--- src/logic/fetch_pkg.sv ---
//**************************************************************************
// fetch_pkg: word type, opcode fields, NOP word, execute/memory/fetch
// structs, interrupt entry sequence and the memory reset rule
//**************************************************************************
package fetch_pkg;

	typedef logic [31:0] word_t;

	// opcode lives in the top five bits
	localparam logic [4:0] op_nop  = 5'b01111;
	localparam logic [4:0] op_st   = 5'b10001;
	localparam logic [4:0] op_movi = 5'b00101;
	localparam logic [4:0] op_jr   = 5'b11000;

	localparam word_t nop_instr = {op_nop, 27'd0};

	// resolved branch/jump from execute
	typedef struct packed {
		logic  branch;
		logic  jump;
		logic  [1:0] cond;
		word_t target;
		logic  n;
		logic  z;
	} ex_result_t;

	// one word access, addr is a byte address
	typedef struct packed {
		logic  write;
		word_t addr;
		word_t wdata;
	} mem_req_t;

	typedef struct packed {
		word_t rdata;
	} mem_rsp_t;

	typedef struct packed {
		word_t pc;
		word_t instr;
		logic  valid;
	} fetch_out_t;

	// entry sequence: save link, load vector base, jump through it
	localparam int INJ_LEN = 3;
	localparam word_t inj_seq [INJ_LEN] = '{
		{op_st,   27'h00_0f00},
		{op_movi, 27'h01_0100},
		{op_jr,   27'h00_0001}
	};

	// reset image: tag byte over the word index
	function automatic word_t mem_reset_word(input logic [31:0] idx);
		return {8'h5A, idx[23:0]};
	endfunction

endpackage

--- src/logic/fetch_stage.sv ---
//**************************************************************************
// fetch_stage: PC register with branch/jump correction, debug and
// interrupt instruction select, flush NOP and the fetch memory client
//**************************************************************************
`timescale 1ns/1ns

module fetch_stage #(
	parameter fetch_pkg::word_t RESET_PC = 32'h0
) (
	input  logic                   clk,
	input  logic                   rst_n,
	input  fetch_pkg::ex_result_t  ex_result,
	input  logic                   stall,
	input  logic                   flush,
	input  logic                   use_dbg,
	input  fetch_pkg::word_t       dbg_instr,
	input  logic                   use_int,
	input  fetch_pkg::word_t       int_instr,
	input  logic                   restore,
	input  fetch_pkg::word_t       saved_pc,
	output fetch_pkg::word_t       current_pc,
	output fetch_pkg::fetch_out_t  fetch,
	output logic                   mem_req,
	output fetch_pkg::mem_req_t    mem_cmd,
	input  logic                   mem_ack,
	input  fetch_pkg::mem_rsp_t    mem_rsp
);

	fetch_pkg::word_t pc;
	fetch_pkg::word_t pc_next;
	fetch_pkg::word_t out_pc;
	fetch_pkg::word_t out_instr;
	logic out_valid;
	logic taken;
	logic hold;
	logic accept;
	logic start;
	logic drop;

	// condition rules, N/Z from the execute flags
	always_comb begin
		taken = 1'b0;
		if (ex_result.jump) begin
			taken = (ex_result.cond != 2'd3);
		end else if (ex_result.branch) begin
			case (ex_result.cond)
				2'd0: taken = ex_result.z;
				2'd1: taken = ~ex_result.z;
				2'd2: taken = ex_result.n;
				default: taken = ~ex_result.n;
			endcase
		end
	end

	// flush overrides stall, injections always hold
	assign hold = (stall & ~flush) | use_dbg | use_int;

	always_comb begin
		if (restore)
			pc_next = saved_pc;
		else if (hold)
			pc_next = pc;
		else if (taken)
			pc_next = ex_result.target;
		else
			pc_next = pc + 32'd4;
	end

	// word is kept only if nothing redirected or held since the request
	assign accept = mem_req & mem_ack & ~drop & ~hold & ~flush & ~restore & ~taken;
	// new request only from a settled PC with the link idle
	assign start = ~mem_req & ~mem_ack & ~hold & ~flush & ~restore & ~taken;

	always_ff @(posedge clk or negedge rst_n) begin
		if (!rst_n) begin
			pc <= RESET_PC;
			mem_req <= 1'b0;
			drop <= 1'b0;
			out_valid <= 1'b0;
		end else begin
			if (restore | taken | accept)
				pc <= pc_next;
			if (start)
				mem_req <= 1'b1;
			else if (mem_ack)
				mem_req <= 1'b0;
			// remember a redirect seen mid-flight
			if (start)
				drop <= 1'b0;
			else if (mem_req & (flush | restore | taken))
				drop <= 1'b1;
			out_valid <= use_dbg | use_int | accept;
		end
	end

	// request and output payload
	always_ff @(posedge clk) begin
		if (start)
			mem_cmd <= '{write: 1'b0, addr: pc, wdata: '0};
		out_pc <= (use_dbg | use_int) ? pc : mem_cmd.addr;
		if (flush)
			out_instr <= fetch_pkg::nop_instr;
		else if (use_dbg)
			out_instr <= dbg_instr;
		else if (use_int)
			out_instr <= int_instr;
		else
			out_instr <= mem_rsp.rdata;
	end

	assign current_pc = pc;
	assign fetch = '{pc: out_pc, instr: out_instr, valid: out_valid};

	// request held steady until the slave answers
	assert property (@(posedge clk) disable iff (!rst_n)
		$past(mem_req) && mem_req |-> $stable(mem_cmd));

	// debug port and interrupt injector never both inject
	assert property (@(posedge clk) disable iff (!rst_n) !(use_dbg && use_int));

endmodule

--- src/logic/int_injector.sv ---
//**************************************************************************
// int_injector: interrupt entry FSM, saves the PC, feeds the entry
// sequence one word per cycle and pulses restore with irq_ack
//**************************************************************************
`timescale 1ns/1ns

module int_injector (
	input  logic             clk,
	input  logic             rst_n,
	input  logic             irq,
	input  logic             stall,
	input  fetch_pkg::word_t current_pc,
	output logic             use_int,
	output fetch_pkg::word_t int_instr,
	output logic             restore,
	output fetch_pkg::word_t saved_pc,
	output logic             irq_ack
);

	localparam int IW = $clog2(fetch_pkg::INJ_LEN + 1);

	typedef enum logic [1:0] {
		s_idle,
		s_capture,
		s_emit,
		s_restore
	} state_t;

	state_t state;
	logic [IW-1:0] idx;

	always_ff @(posedge clk or negedge rst_n) begin
		if (!rst_n) begin
			state <= s_idle;
			idx <= '0;
		end else begin
			case (state)
				s_idle: begin
					if (irq)
						state <= s_capture;
				end
				s_capture: begin
					idx <= '0;
					state <= s_emit;
				end
				s_emit: begin
					// stall freezes the sequence in place
					if (!stall) begin
						if (idx == IW'(fetch_pkg::INJ_LEN - 1))
							state <= s_restore;
						else
							idx <= idx + 1'b1;
					end
				end
				default: state <= s_idle;
			endcase
		end
	end

	// keep tracking until the first word goes out, a fetch may land late
	always_ff @(posedge clk) begin
		if (state == s_capture || (state == s_emit && idx == '0))
			saved_pc <= current_pc;
	end

	assign use_int = (state == s_emit) & ~stall;
	assign int_instr = fetch_pkg::inj_seq[idx];
	assign restore = (state == s_restore);
	assign irq_ack = restore;

	// single restore cycle, never overlapping an injected word
	assert property (@(posedge clk) disable iff (!rst_n)
		restore |-> !use_int ##1 (!restore && !use_int));

endmodule

--- src/logic/data_port.sv ---
//**************************************************************************
// data_port: load/store client, one command becomes one memory
// handshake, load data held until the command handshake closes
//**************************************************************************
`timescale 1ns/1ns

module data_port (
	input  logic                 clk,
	input  logic                 rst_n,
	input  logic                 cmd_req,
	input  fetch_pkg::mem_req_t  cmd,
	output logic                 cmd_ack,
	output fetch_pkg::word_t     cmd_rdata,
	output logic                 mem_req,
	output fetch_pkg::mem_req_t  mem_cmd,
	input  logic                 mem_ack,
	input  fetch_pkg::mem_rsp_t  mem_rsp
);

	logic start;
	logic done;

	// wait for both links to return to idle before taking a command
	assign start = cmd_req & ~cmd_ack & ~mem_req & ~mem_ack;
	assign done = mem_req & mem_ack;

	always_ff @(posedge clk or negedge rst_n) begin
		if (!rst_n) begin
			mem_req <= 1'b0;
			cmd_ack <= 1'b0;
		end else begin
			if (start)
				mem_req <= 1'b1;
			else if (done)
				mem_req <= 1'b0;
			if (done)
				cmd_ack <= 1'b1;
			else if (!cmd_req)
				cmd_ack <= 1'b0;
		end
	end

	always_ff @(posedge clk) begin
		if (start)
			mem_cmd <= cmd;
		if (done)
			cmd_rdata <= mem_rsp.rdata;
	end

endmodule

--- src/logic/mem_arbiter.sv ---
//**************************************************************************
// mem_arbiter: two clients onto one slave, round-robin on contention,
// grant held for the whole four-phase handshake, registered both ways
//**************************************************************************
`timescale 1ns/1ns

module mem_arbiter (
	input  logic                       clk,
	input  logic                       rst_n,
	input  logic [1:0]                 req,
	input  fetch_pkg::mem_req_t [1:0]  cmd,
	output logic [1:0]                 ack,
	output fetch_pkg::mem_rsp_t [1:0]  rsp,
	output logic                       mem_req,
	output fetch_pkg::mem_req_t        mem_cmd,
	input  logic                       mem_ack,
	input  fetch_pkg::mem_rsp_t        mem_rsp
);

	logic busy;
	logic sel;
	logic last_win;
	logic pick;
	logic grant;

	// loser of the last contest wins a tie
	assign pick = (req == 2'b11) ? ~last_win : req[1];
	assign grant = ~busy & (|req) & ~mem_req & ~mem_ack;

	always_ff @(posedge clk or negedge rst_n) begin
		if (!rst_n) begin
			busy <= 1'b0;
			sel <= 1'b0;
			last_win <= 1'b1;
			mem_req <= 1'b0;
			ack <= 2'b00;
		end else if (!busy) begin
			ack <= 2'b00;
			if (grant) begin
				busy <= 1'b1;
				sel <= pick;
				last_win <= pick;
				mem_req <= 1'b1;
			end
		end else begin
			// follow the granted client one cycle late
			mem_req <= req[sel];
			ack <= mem_ack ? (2'b01 << sel) : 2'b00;
			// release once every phase is back low
			if (!req[sel] && !mem_req && !mem_ack)
				busy <= 1'b0;
		end
	end

	always_ff @(posedge clk) begin
		if (grant)
			mem_cmd <= cmd[pick];
		if (busy && mem_ack)
			rsp[sel] <= mem_rsp;
	end

	// one client answered at a time
	assert property (@(posedge clk) disable iff (!rst_n) $onehot0(ack));

endmodule

--- src/logic/shared_mem.sv ---
//**************************************************************************
// shared_mem: word array with reset image, fixed access latency and a
// four-phase req/ack slave port
//**************************************************************************
`timescale 1ns/1ns

module shared_mem #(
	parameter int MEM_WORDS   = 64,
	parameter int MEM_LATENCY = 2
) (
	input  logic                 clk,
	input  logic                 rst_n,
	input  logic                 req,
	input  fetch_pkg::mem_req_t  cmd,
	output logic                 ack,
	output fetch_pkg::mem_rsp_t  rsp
);

	localparam int CW = $clog2(MEM_LATENCY + 1);

	fetch_pkg::word_t mem [0:MEM_WORDS-1];
	logic [CW-1:0] cnt;
	logic [31:0] word_idx;
	logic fire;

	// byte address to word, wrapping at the array size
	assign word_idx = (cmd.addr >> 2) % MEM_WORDS;
	// last wait cycle, ack goes up on this edge
	assign fire = req & ~ack & (cnt == CW'(MEM_LATENCY - 1));

	always_ff @(posedge clk or negedge rst_n) begin
		if (!rst_n) begin
			ack <= 1'b0;
			cnt <= '0;
			for (int i = 0; i < MEM_WORDS; i++)
				mem[i] <= fetch_pkg::mem_reset_word(i);
		end else if (ack) begin
			if (!req) begin
				ack <= 1'b0;
				cnt <= '0;
			end
		end else if (fire) begin
			ack <= 1'b1;
			if (cmd.write)
				mem[word_idx] <= cmd.wdata;
		end else if (req) begin
			cnt <= cnt + 1'b1;
		end
	end

	// stores echo their data back
	always_ff @(posedge clk) begin
		if (fire)
			rsp.rdata <= cmd.write ? cmd.wdata : mem[word_idx];
	end

	// ack only answers a request held for the full latency
	assert property (@(posedge clk) disable iff (!rst_n)
		$rose(ack) |-> req && $past(req, MEM_LATENCY));

endmodule

--- src/logic/fetch_core.sv ---
//**************************************************************************
// fetch_core: fetch stage, interrupt injector and data port sharing one
// word memory through the arbiter
//**************************************************************************
`timescale 1ns/1ns

module fetch_core #(
	parameter int               MEM_WORDS   = 64,
	parameter int               MEM_LATENCY = 2,
	parameter fetch_pkg::word_t RESET_PC    = 32'h0
) (
	input  logic                   clk,
	input  logic                   rst_n,
	input  fetch_pkg::ex_result_t  ex_result,
	input  logic                   stall,
	input  logic                   flush,
	input  logic                   use_dbg,
	input  fetch_pkg::word_t       dbg_instr,
	input  logic                   irq,
	output logic                   irq_ack,
	output fetch_pkg::fetch_out_t  fetch,
	input  logic                   cmd_req,
	input  fetch_pkg::mem_req_t    cmd,
	output logic                   cmd_ack,
	output fetch_pkg::word_t       cmd_rdata
);

	// injector to fetch
	fetch_pkg::word_t current_pc;
	fetch_pkg::word_t int_instr;
	fetch_pkg::word_t saved_pc;
	logic use_int;
	logic restore;

	// client 0 is fetch, client 1 the data port
	logic f_req;
	logic d_req;
	fetch_pkg::mem_req_t f_cmd;
	fetch_pkg::mem_req_t d_cmd;
	logic [1:0] arb_ack;
	fetch_pkg::mem_rsp_t [1:0] arb_rsp;

	// arbiter to memory
	logic m_req;
	logic m_ack;
	fetch_pkg::mem_req_t m_cmd;
	fetch_pkg::mem_rsp_t m_rsp;

	fetch_stage #(.RESET_PC(RESET_PC)) u_fetch (
		.clk(clk), .rst_n(rst_n),
		.ex_result(ex_result), .stall(stall), .flush(flush),
		.use_dbg(use_dbg), .dbg_instr(dbg_instr),
		.use_int(use_int), .int_instr(int_instr),
		.restore(restore), .saved_pc(saved_pc),
		.current_pc(current_pc), .fetch(fetch),
		.mem_req(f_req), .mem_cmd(f_cmd),
		.mem_ack(arb_ack[0]), .mem_rsp(arb_rsp[0])
	);

	int_injector u_inj (
		.clk(clk), .rst_n(rst_n), .irq(irq), .stall(stall),
		.current_pc(current_pc),
		.use_int(use_int), .int_instr(int_instr),
		.restore(restore), .saved_pc(saved_pc), .irq_ack(irq_ack)
	);

	data_port u_dport (
		.clk(clk), .rst_n(rst_n),
		.cmd_req(cmd_req), .cmd(cmd), .cmd_ack(cmd_ack), .cmd_rdata(cmd_rdata),
		.mem_req(d_req), .mem_cmd(d_cmd),
		.mem_ack(arb_ack[1]), .mem_rsp(arb_rsp[1])
	);

	mem_arbiter u_arb (
		.clk(clk), .rst_n(rst_n),
		.req({d_req, f_req}), .cmd({d_cmd, f_cmd}),
		.ack(arb_ack), .rsp(arb_rsp),
		.mem_req(m_req), .mem_cmd(m_cmd), .mem_ack(m_ack), .mem_rsp(m_rsp)
	);

	shared_mem #(.MEM_WORDS(MEM_WORDS), .MEM_LATENCY(MEM_LATENCY)) u_mem (
		.clk(clk), .rst_n(rst_n),
		.req(m_req), .cmd(m_cmd), .ack(m_ack), .rsp(m_rsp)
	);

endmodule

--- config.mk ---
export PLATFORM = sky130hd
export DESIGN_NAME = fetch_core
export DESIGN_NICKNAME = d
export VERILOG_FILES = /design/src/logic/fetch_pkg.sv /design/src/logic/fetch_stage.sv /design/src/logic/int_injector.sv /design/src/logic/data_port.sv /design/src/logic/mem_arbiter.sv /design/src/logic/shared_mem.sv /design/src/logic/fetch_core.sv
export SDC_FILE = /design/constraint.sdc
export NUM_CORES = 2
export LEC_CHECK = 0
export BUFFER_PORTS_ARGS = -buffer_cell sky130_fd_sc_hd__buf_4
export CAP_MARGIN = 30
export CORE_AREA = 8 8 456 636
export CTS_CLUSTER_SIZE = 16
export DETAILED_ROUTE_END_ITERATION = 7
export DIE_AREA = 0 0 464 644
export PLACE_DENSITY_LB_ADDON = 0.12
export SLEW_MARGIN = 20
export SYNTH_ARGS = -nofsm -noshare
export SYNTH_HDL_FRONTEND = slang
export SYNTH_HIERARCHICAL = 1
export SYNTH_SLANG_ARGS = --single-unit
--- constraint.sdc ---
create_clock -name clk -period 5.5 [get_ports clk]
set_clock_uncertainty 0.2 [all_clocks]
set_input_delay 0.825 -clock clk [delete_from_list [all_inputs] [get_ports clk]]
set_output_delay 0.825 -clock clk [all_outputs]
set_load 0.01 [all_outputs]
---- Word-level counts from Yosys, hierarchy flattened ----
Index checks and enable logic that the tools add are counted.
word-level totals
  flip-flop bits (word level) ............. 2,460
  bits of input ports ..................... 142
  output and inout bits ................... 99
  word-level logic and storage cells ...... 252
cells by class
  add/subtract/negate cells ............... 3
  $lt $le $gt $ge ......................... 6
  eq/ne operators ......................... 17
  shifts and indexed selects .............. 1
  multiplexer cells ....................... 56
  bitwise operators ....................... 50
  reductions and logical operators ........ 26
operator list
  kind                                                                      count
  2048-bit bitwise mux                                                      1
  32-bit two-way mux                                                        13
  32-bit binary-select mux with 6-bit select                                1
  32-bit demux with 6-bit select                                            1
  65-bit two-way mux                                                        2
  32-bit binary-select mux with 2-bit select                                1
  64-bit bitwise mux                                                        1
  33-bit by 7-bit >= comparator with 1-bit output (second input constant)   1
  33-bit by 1-bit < comparator with 1-bit output (second input constant)    1
  6-bit NOT with 33-bit output                                              1
  32-bit by 3-bit adder with 32-bit output (second input constant)          1
  32-bit demux with 1-bit select                                            1
  1-bit bitwise AND                                                         23
  2-bit two-way mux                                                         11
  1-bit two-way mux                                                         21
  1-bit NOT                                                                 17
  3-bit AND reduction                                                       4
  2-bit nonzero test                                                        6
  2-bit == test (second input constant)                                     5
  2-bit inequality test (second input constant)                             5
  2-bit by 1-bit inequality test with 1-bit output (second input constant)  4
  1-bit OR                                                                  8
  2-bit by 1-bit == test with 1-bit output (second input constant)          3
  1-bit logical AND                                                         6
  other kinds (14)                                                          21

---- Logic depth before layout (Yosys ltp) ----
  depth after elaboration ................. 11
  mapped depth ............................ 12
  gate-level depth less buffers ........... 9

---- Cells and area by module ----
Netlist, hierarchy kept.
by module, submodules not included
  module        instances  cells an instance  area each (um^2)  seq. area each (um^2)
  shared_mem    1          6,722              95,540.4          52,845.7
  fetch_stage   1          635                6,221.0           3,118.0
  mem_arbiter   1          227                5,144.9           4,025.1
  data_port     1          105                3,006.6           2,962.8
  int_injector  1          93                 1,514.0           1,061.0

---- Least setup slack after synthesis ----
OpenSTA, ideal clock, no wires.
  path type ............................... input port to flip-flop
  start point ............................. input port ex_result[34] in the netlist's numbering
  end point ............................... register u_fetch/mem_cmd[32] in the netlist's numbering (enable)
  library setup time ...................... 0.513 ns
  arrival time ............................ 5.362 ns
  required time ........................... 4.787 ns
  setup slack ............................. -0.575 ns
  cell stages on the path ................. 6
  path buffers ............................ 1
  cells stage by stage .................... or3b_1 a21o_1 and2_1 clkbuf_1 nor3_1 nor4b_1
on the way
  longest elaborated chain between the ends .. 6
  elaborated cells between the ends (all ways) .. 9
  those cells by class .................... 3 x eq/ne; 3 x mux; 2 x bitwise; 1 x reduce/logical
ends and longest elaborated chain
  item                                         RTL line           RTL
  start, declared                              fetch_core.sv:14   input fetch_pkg::ex_result_t ex_result,
  2-bit == test, or another cell as far along  fetch_stage.sv:46  case (ex_result.cond)
  1-bit case mux with 3 select lines           fetch_stage.sv:46
  1-bit two-way mux                            fetch_stage.sv:45  end else if (ex_result.branch) begin
  1-bit two-way mux (*)                        fetch_stage.sv:43  if (ex_result.jump) begin
  1-bit NOT (*)                                fetch_stage.sv:72  assign start = ~mem_req & ~mem_ack & ~hold & ~flush & ~restore & ~taken;
  1-bit bitwise AND (*)                        fetch_stage.sv:72
  net u_fetch.start                            fetch_stage.sv:37  logic start;
  end signal, assigned                         fetch_stage.sv:99  mem_cmd <= '{write: 1'b0, addr: pc, wdata: '0};
  end, declared                                fetch_stage.sv:24  output fetch_pkg::mem_req_t mem_cmd,
Mark *: on every way through the listed nets, which the timed path passes. The rest lies on a longest branch.
A chain may end at the register's enable or synchronous reset.

---- Final worst setup path ----
  start point ............................. register u_arb/mem_cmd[36] in the netlist's numbering
  end point ............................... register u_mem/rsp[26] in the netlist's numbering (data pin)
on the way
  longest elaborated chain between the ends .. 5
ends and longest elaborated chain
  item                                                    RTL line           RTL
  start, declared                                         mem_arbiter.sv:15  output fetch_pkg::mem_req_t mem_cmd,
  start signal, assigned                                  mem_arbiter.sv:57  mem_cmd <= cmd[pick];
  6-bit NOT with 33-bit output (not written as such)      shared_mem.sv:54   rsp.rdata <= cmd.write ? cmd.wdata : mem[word_idx];
  32-bit binary-select mux with 6-bit select              shared_mem.sv:54
  32-bit two-way mux (not written as such) (2 in series)  shared_mem.sv:54
  32-bit two-way mux                                      shared_mem.sv:54
  end, declared                                           shared_mem.sv:16   output fetch_pkg::mem_rsp_t rsp
No other way between the ends. The select of a mux whose other input is x is not followed.

==> impl_metrics.py <==
metrics = {
    "drt": {
        "routed_via_density": 5.91,
        "routed.top_layer": "met5",
        "dr_wl_met2_mm": 194,
        "drcViolationCount": 0,
        "drt_iter0_drc": 5716,
        "met3_length_mm": 20.8,
        "wl_per_cell_um": 33.7,
        "ant_nets": 0,
        "num_vias": 70099,
        "dr.pass1.iters": 8,
        "drt_wl_total_mm": 400,
        "wl_met1_mm": 164,
    },
    "global_routing": {
        "grt_max_degree": 172,
        "antenna_found_initial": 20,
        "grt_pass1_wl_mm": 570,
        "grt_pass1_vias": 72492,
        "grt_use_total_pct": 26.0,
        "grt_overflow": 0,
    },
    "timing": {
        "slew_headroom_pct": 25.3,
        "setup_tns_ns": 0,
        "fin_crit_sh_pct": 86.9,
        "setup_viol": 0,
        "worstMarginPinSlew_ns": 1.12,
        "max_freq_ghz": 0.209,
        "rsz0062_at_grt": "false",
        "slew_violations": 0,
        "fin_crit_ns": 4.78,
        "hold_ws_ns": 0.0757,
        "hold_violations": 0,
    },
    "worst_setup_path": {
        "path_common_cell": "buf_4",
        "cpMaxStageDelayCell": "edfxtp_1",
        "endpoint_kind": "register",
        "cp_top_family": "buffers and inverters",
        "r2r_cells": 9,
        "cp_data_arrival_time_ns": 5.25,
        "start_kind": "register",
        "critPathMaxFanout": 15,
        "crit_chain": "buf_4, buf_4, buf_4, mux2_2, a221o_1, a22o_1, a222oi_1, a32oi_1, buf_4",
        "r2r_slack_ns": 0.72,
        "r2r_start": "u_arb/mem_cmd[36]",
        "r2r-end": "u_mem/rsp[26]",
        "slowest_delay_ns": 0.98,
        "crit_type": "reg -> reg",
        "required_ns": 5.97,
        "crit_buf_inv": 4,
    },
    "pwr": {
        "power_frac_comb_pct": 21.6,
        "p_per_area_mw_per_mm2": 400,
        "peakVddDrop_mv": 0.294,
        "p_seq_share_pct": 44.7,
        "leakagePower_nw": 56.0,
        "switching_share_pct": 30.9,
        "cell_internal_pwr_mw": 34.7,
        "p_switching_mw": 15.5,
        "clkPwrFrac_pct": 33.7,
    },
    "status": {
        "status": "finished, final reports clean",
    },
    "synthesis": {
        "synthCells": 7704,
        "avgSynthCellArea_um2": 14.2,
        "yosysWarnings": 6,
        "synth_area_mm2": 0.110,
    },
    "job": {
        "drv_cap": 0,
    },
    "floorplanning": {
        "die_y_um": 644,
        "dieArea_mm2": 0.299,
        "row_count": 230,
        "io_pins": 241,
        "start_util_pct": 39.1,
        "die_x_um": 464,
        "core_mm2": 0.280,
    },
    "clock_network": {
        "root_buffer": "clkbuf_16",
        "path_clk_slew_ns": 0.06,
        "cts_tree": "built",
        "cts_setup_buffers": 0,
        "clk_path_buf_depth": 4,
        "cts_sinks": 2432,
        "cts_buffers": 246,
        "cts_max_level": 4,
        "clkLatencyLatePin_ns": 0.93,
    },
    "cells_and_area": {
        "multi_input_area_mm2": 0.0434,
        "fin_area_mm2": 0.126,
        "syn2layout_area_growth_pct": 14.7,
        "drive_gt1_share_pct": 48.2,
        "regArea_mm2": 0.0625,
        "utilization_pct": 44.9,
        "nets": 8074,
        "fill_cells": 25051,
    },
    "worst_hold_path": {
        "hold_path_class": "in -> reg",
        "worstHoldStart": "ex_result[7]",
        "hold_end": "u_fetch/current_pc[5]",
        "min_path_cells": 3,
    },
    "placed_design": {
        "routabilityCongestion": 0.873,
        "dp_hpwl_mm": 256,
        "port_buffers": 214,
        "placed_area_mm2": 0.117,
    },
}
==> cells in the final DEF (no fill, tap or decap), types with 22 or more instances in the layout <==
cell type and n:
o211ai_1 24, dlygate4sd3_1 79, a22oi_1 167, mux2i_1 240, nand2_1 171, a31oi_1 22, nor2_1 181, o221ai_1 22
clkbuf_16 248, mux2_4 26, o22ai_1 107, buf_4 550, clkbuf_1 87, clkbuf_8 55, mux2_2 2154, edfxtp_1 270
dfstp_2 449, a221o_1 29, dfxtp_1 64, dfrtp_1 1649, o21ai_0 154, inv_1 27, mux2_1 89, a22o_1 39
mux4_2 140, buf_12 95, clkinv_2 38, nor2_4 58, a221oi_1 250, conb_1 55, nand3_1 32, a21oi_1 198
==> power groups by stage <==
| stage | Sequential, mW | Combinational (mW) | Clock (mW) |
|---|---|---|---|
| 2_1_floorplan | 22.3 | 6.10 | 0 |
| 3_3_place_gp | 22.7 | 10.6 | 0 |
| 3_5_place_dp | 22.8 | 10.7 | 0 |
| 4_1_cts | 22.5 | 10.8 | 17.3 |
| 5_1_grt | 22.7 | 11.4 | 17.9 |
| 6_report | 22.5 | 10.9 | 16.9 |
==> how the worst max path moves through the flow <==
stage,from,endpoint,slack [ns],cells after the start
6_report,u_arb/mem_cmd[36],u_mem/rsp[26],0.72,9
4_1_cts,u_arb/mem_cmd[36],u_mem/rsp[26],0.82,9
5_1_grt,u_arb/mem_cmd[34],u_mem/rsp[3],0.74,9
3_3_place_gp,u_arb/mem_cmd[36],u_mem/rsp[26],0.81,9
3_5_place_dp,u_arb/mem_cmd[36],u_mem/rsp[26],0.86,9
2_1_floorplan,ex_result[34],u_fetch/mem_cmd[32],1.04,6
==> layer usage <==
metal / global-route usage [%] / up-vias
met5: 0 / -
met4: 11.5 / 2
met3: 3.78 / 789
met2: 43.8 / 2332
met1: 33.4 / 37998
li1: - / 28978
==> flip-flops by register name, indices dropped and copies added, names as in the netlist, 2 cells and up <==
| name | cells |
|---|---|
| u_arb/ack | 2 |
| u_arb/mem_cmd | 39 |
| u_arb/rsp | 64 |
| u_dport/cmd_rdata | 32 |
| u_dport/mem_cmd | 39 |
| u_fetch/current_pc | 32 |
| u_fetch/mem_cmd | 32 |
| u_fetch/out_instr | 32 |
| u_fetch/out_pc | 32 |
| u_inj/idx | 2 |
| u_inj/saved_pc | 32 |
| u_inj/state | 2 |
| u_mem/cnt | 2 |
| u_mem/mem | 2048 |
| u_mem/rsp | 32 |
==> tightest hold or removal path, stage by stage <==
cell and delay [ns]:
buf_4 0.09, o211ai_1 0.10, a21oi_1 0.12
==> through the flow <==
stage	total power [mW]	instances	worst slack (ns)
2_1_floorplan	28.4	7757	1.04
3_3_place_gp	33.2	11296	0.810
3_5_place_dp	33.5	11303	0.861
4_1_cts	50.6	11838	0.817
5_1_grt	52.1	11847	0.743
6_report	50.2	11861	0.723
==> final cells by class <==
class,count,area share [%]
repair buffers,732,5.56
multi-input cells,4479,34.5
clock buffers,391,5.81
diodes,19,0.0378
well taps,3712,3.70
flip-flops and latches,2432,49.7
inverters,31,0.101
clock inverters,65,0.540
==> what timing repair did <==
item | 4_1_cts | 5_1_grt
hold buffers | 79 | 0
resized for setup | 0 | 0
hold endpoints to repair | 182 | 0
(Power assumes the default switching activity.)
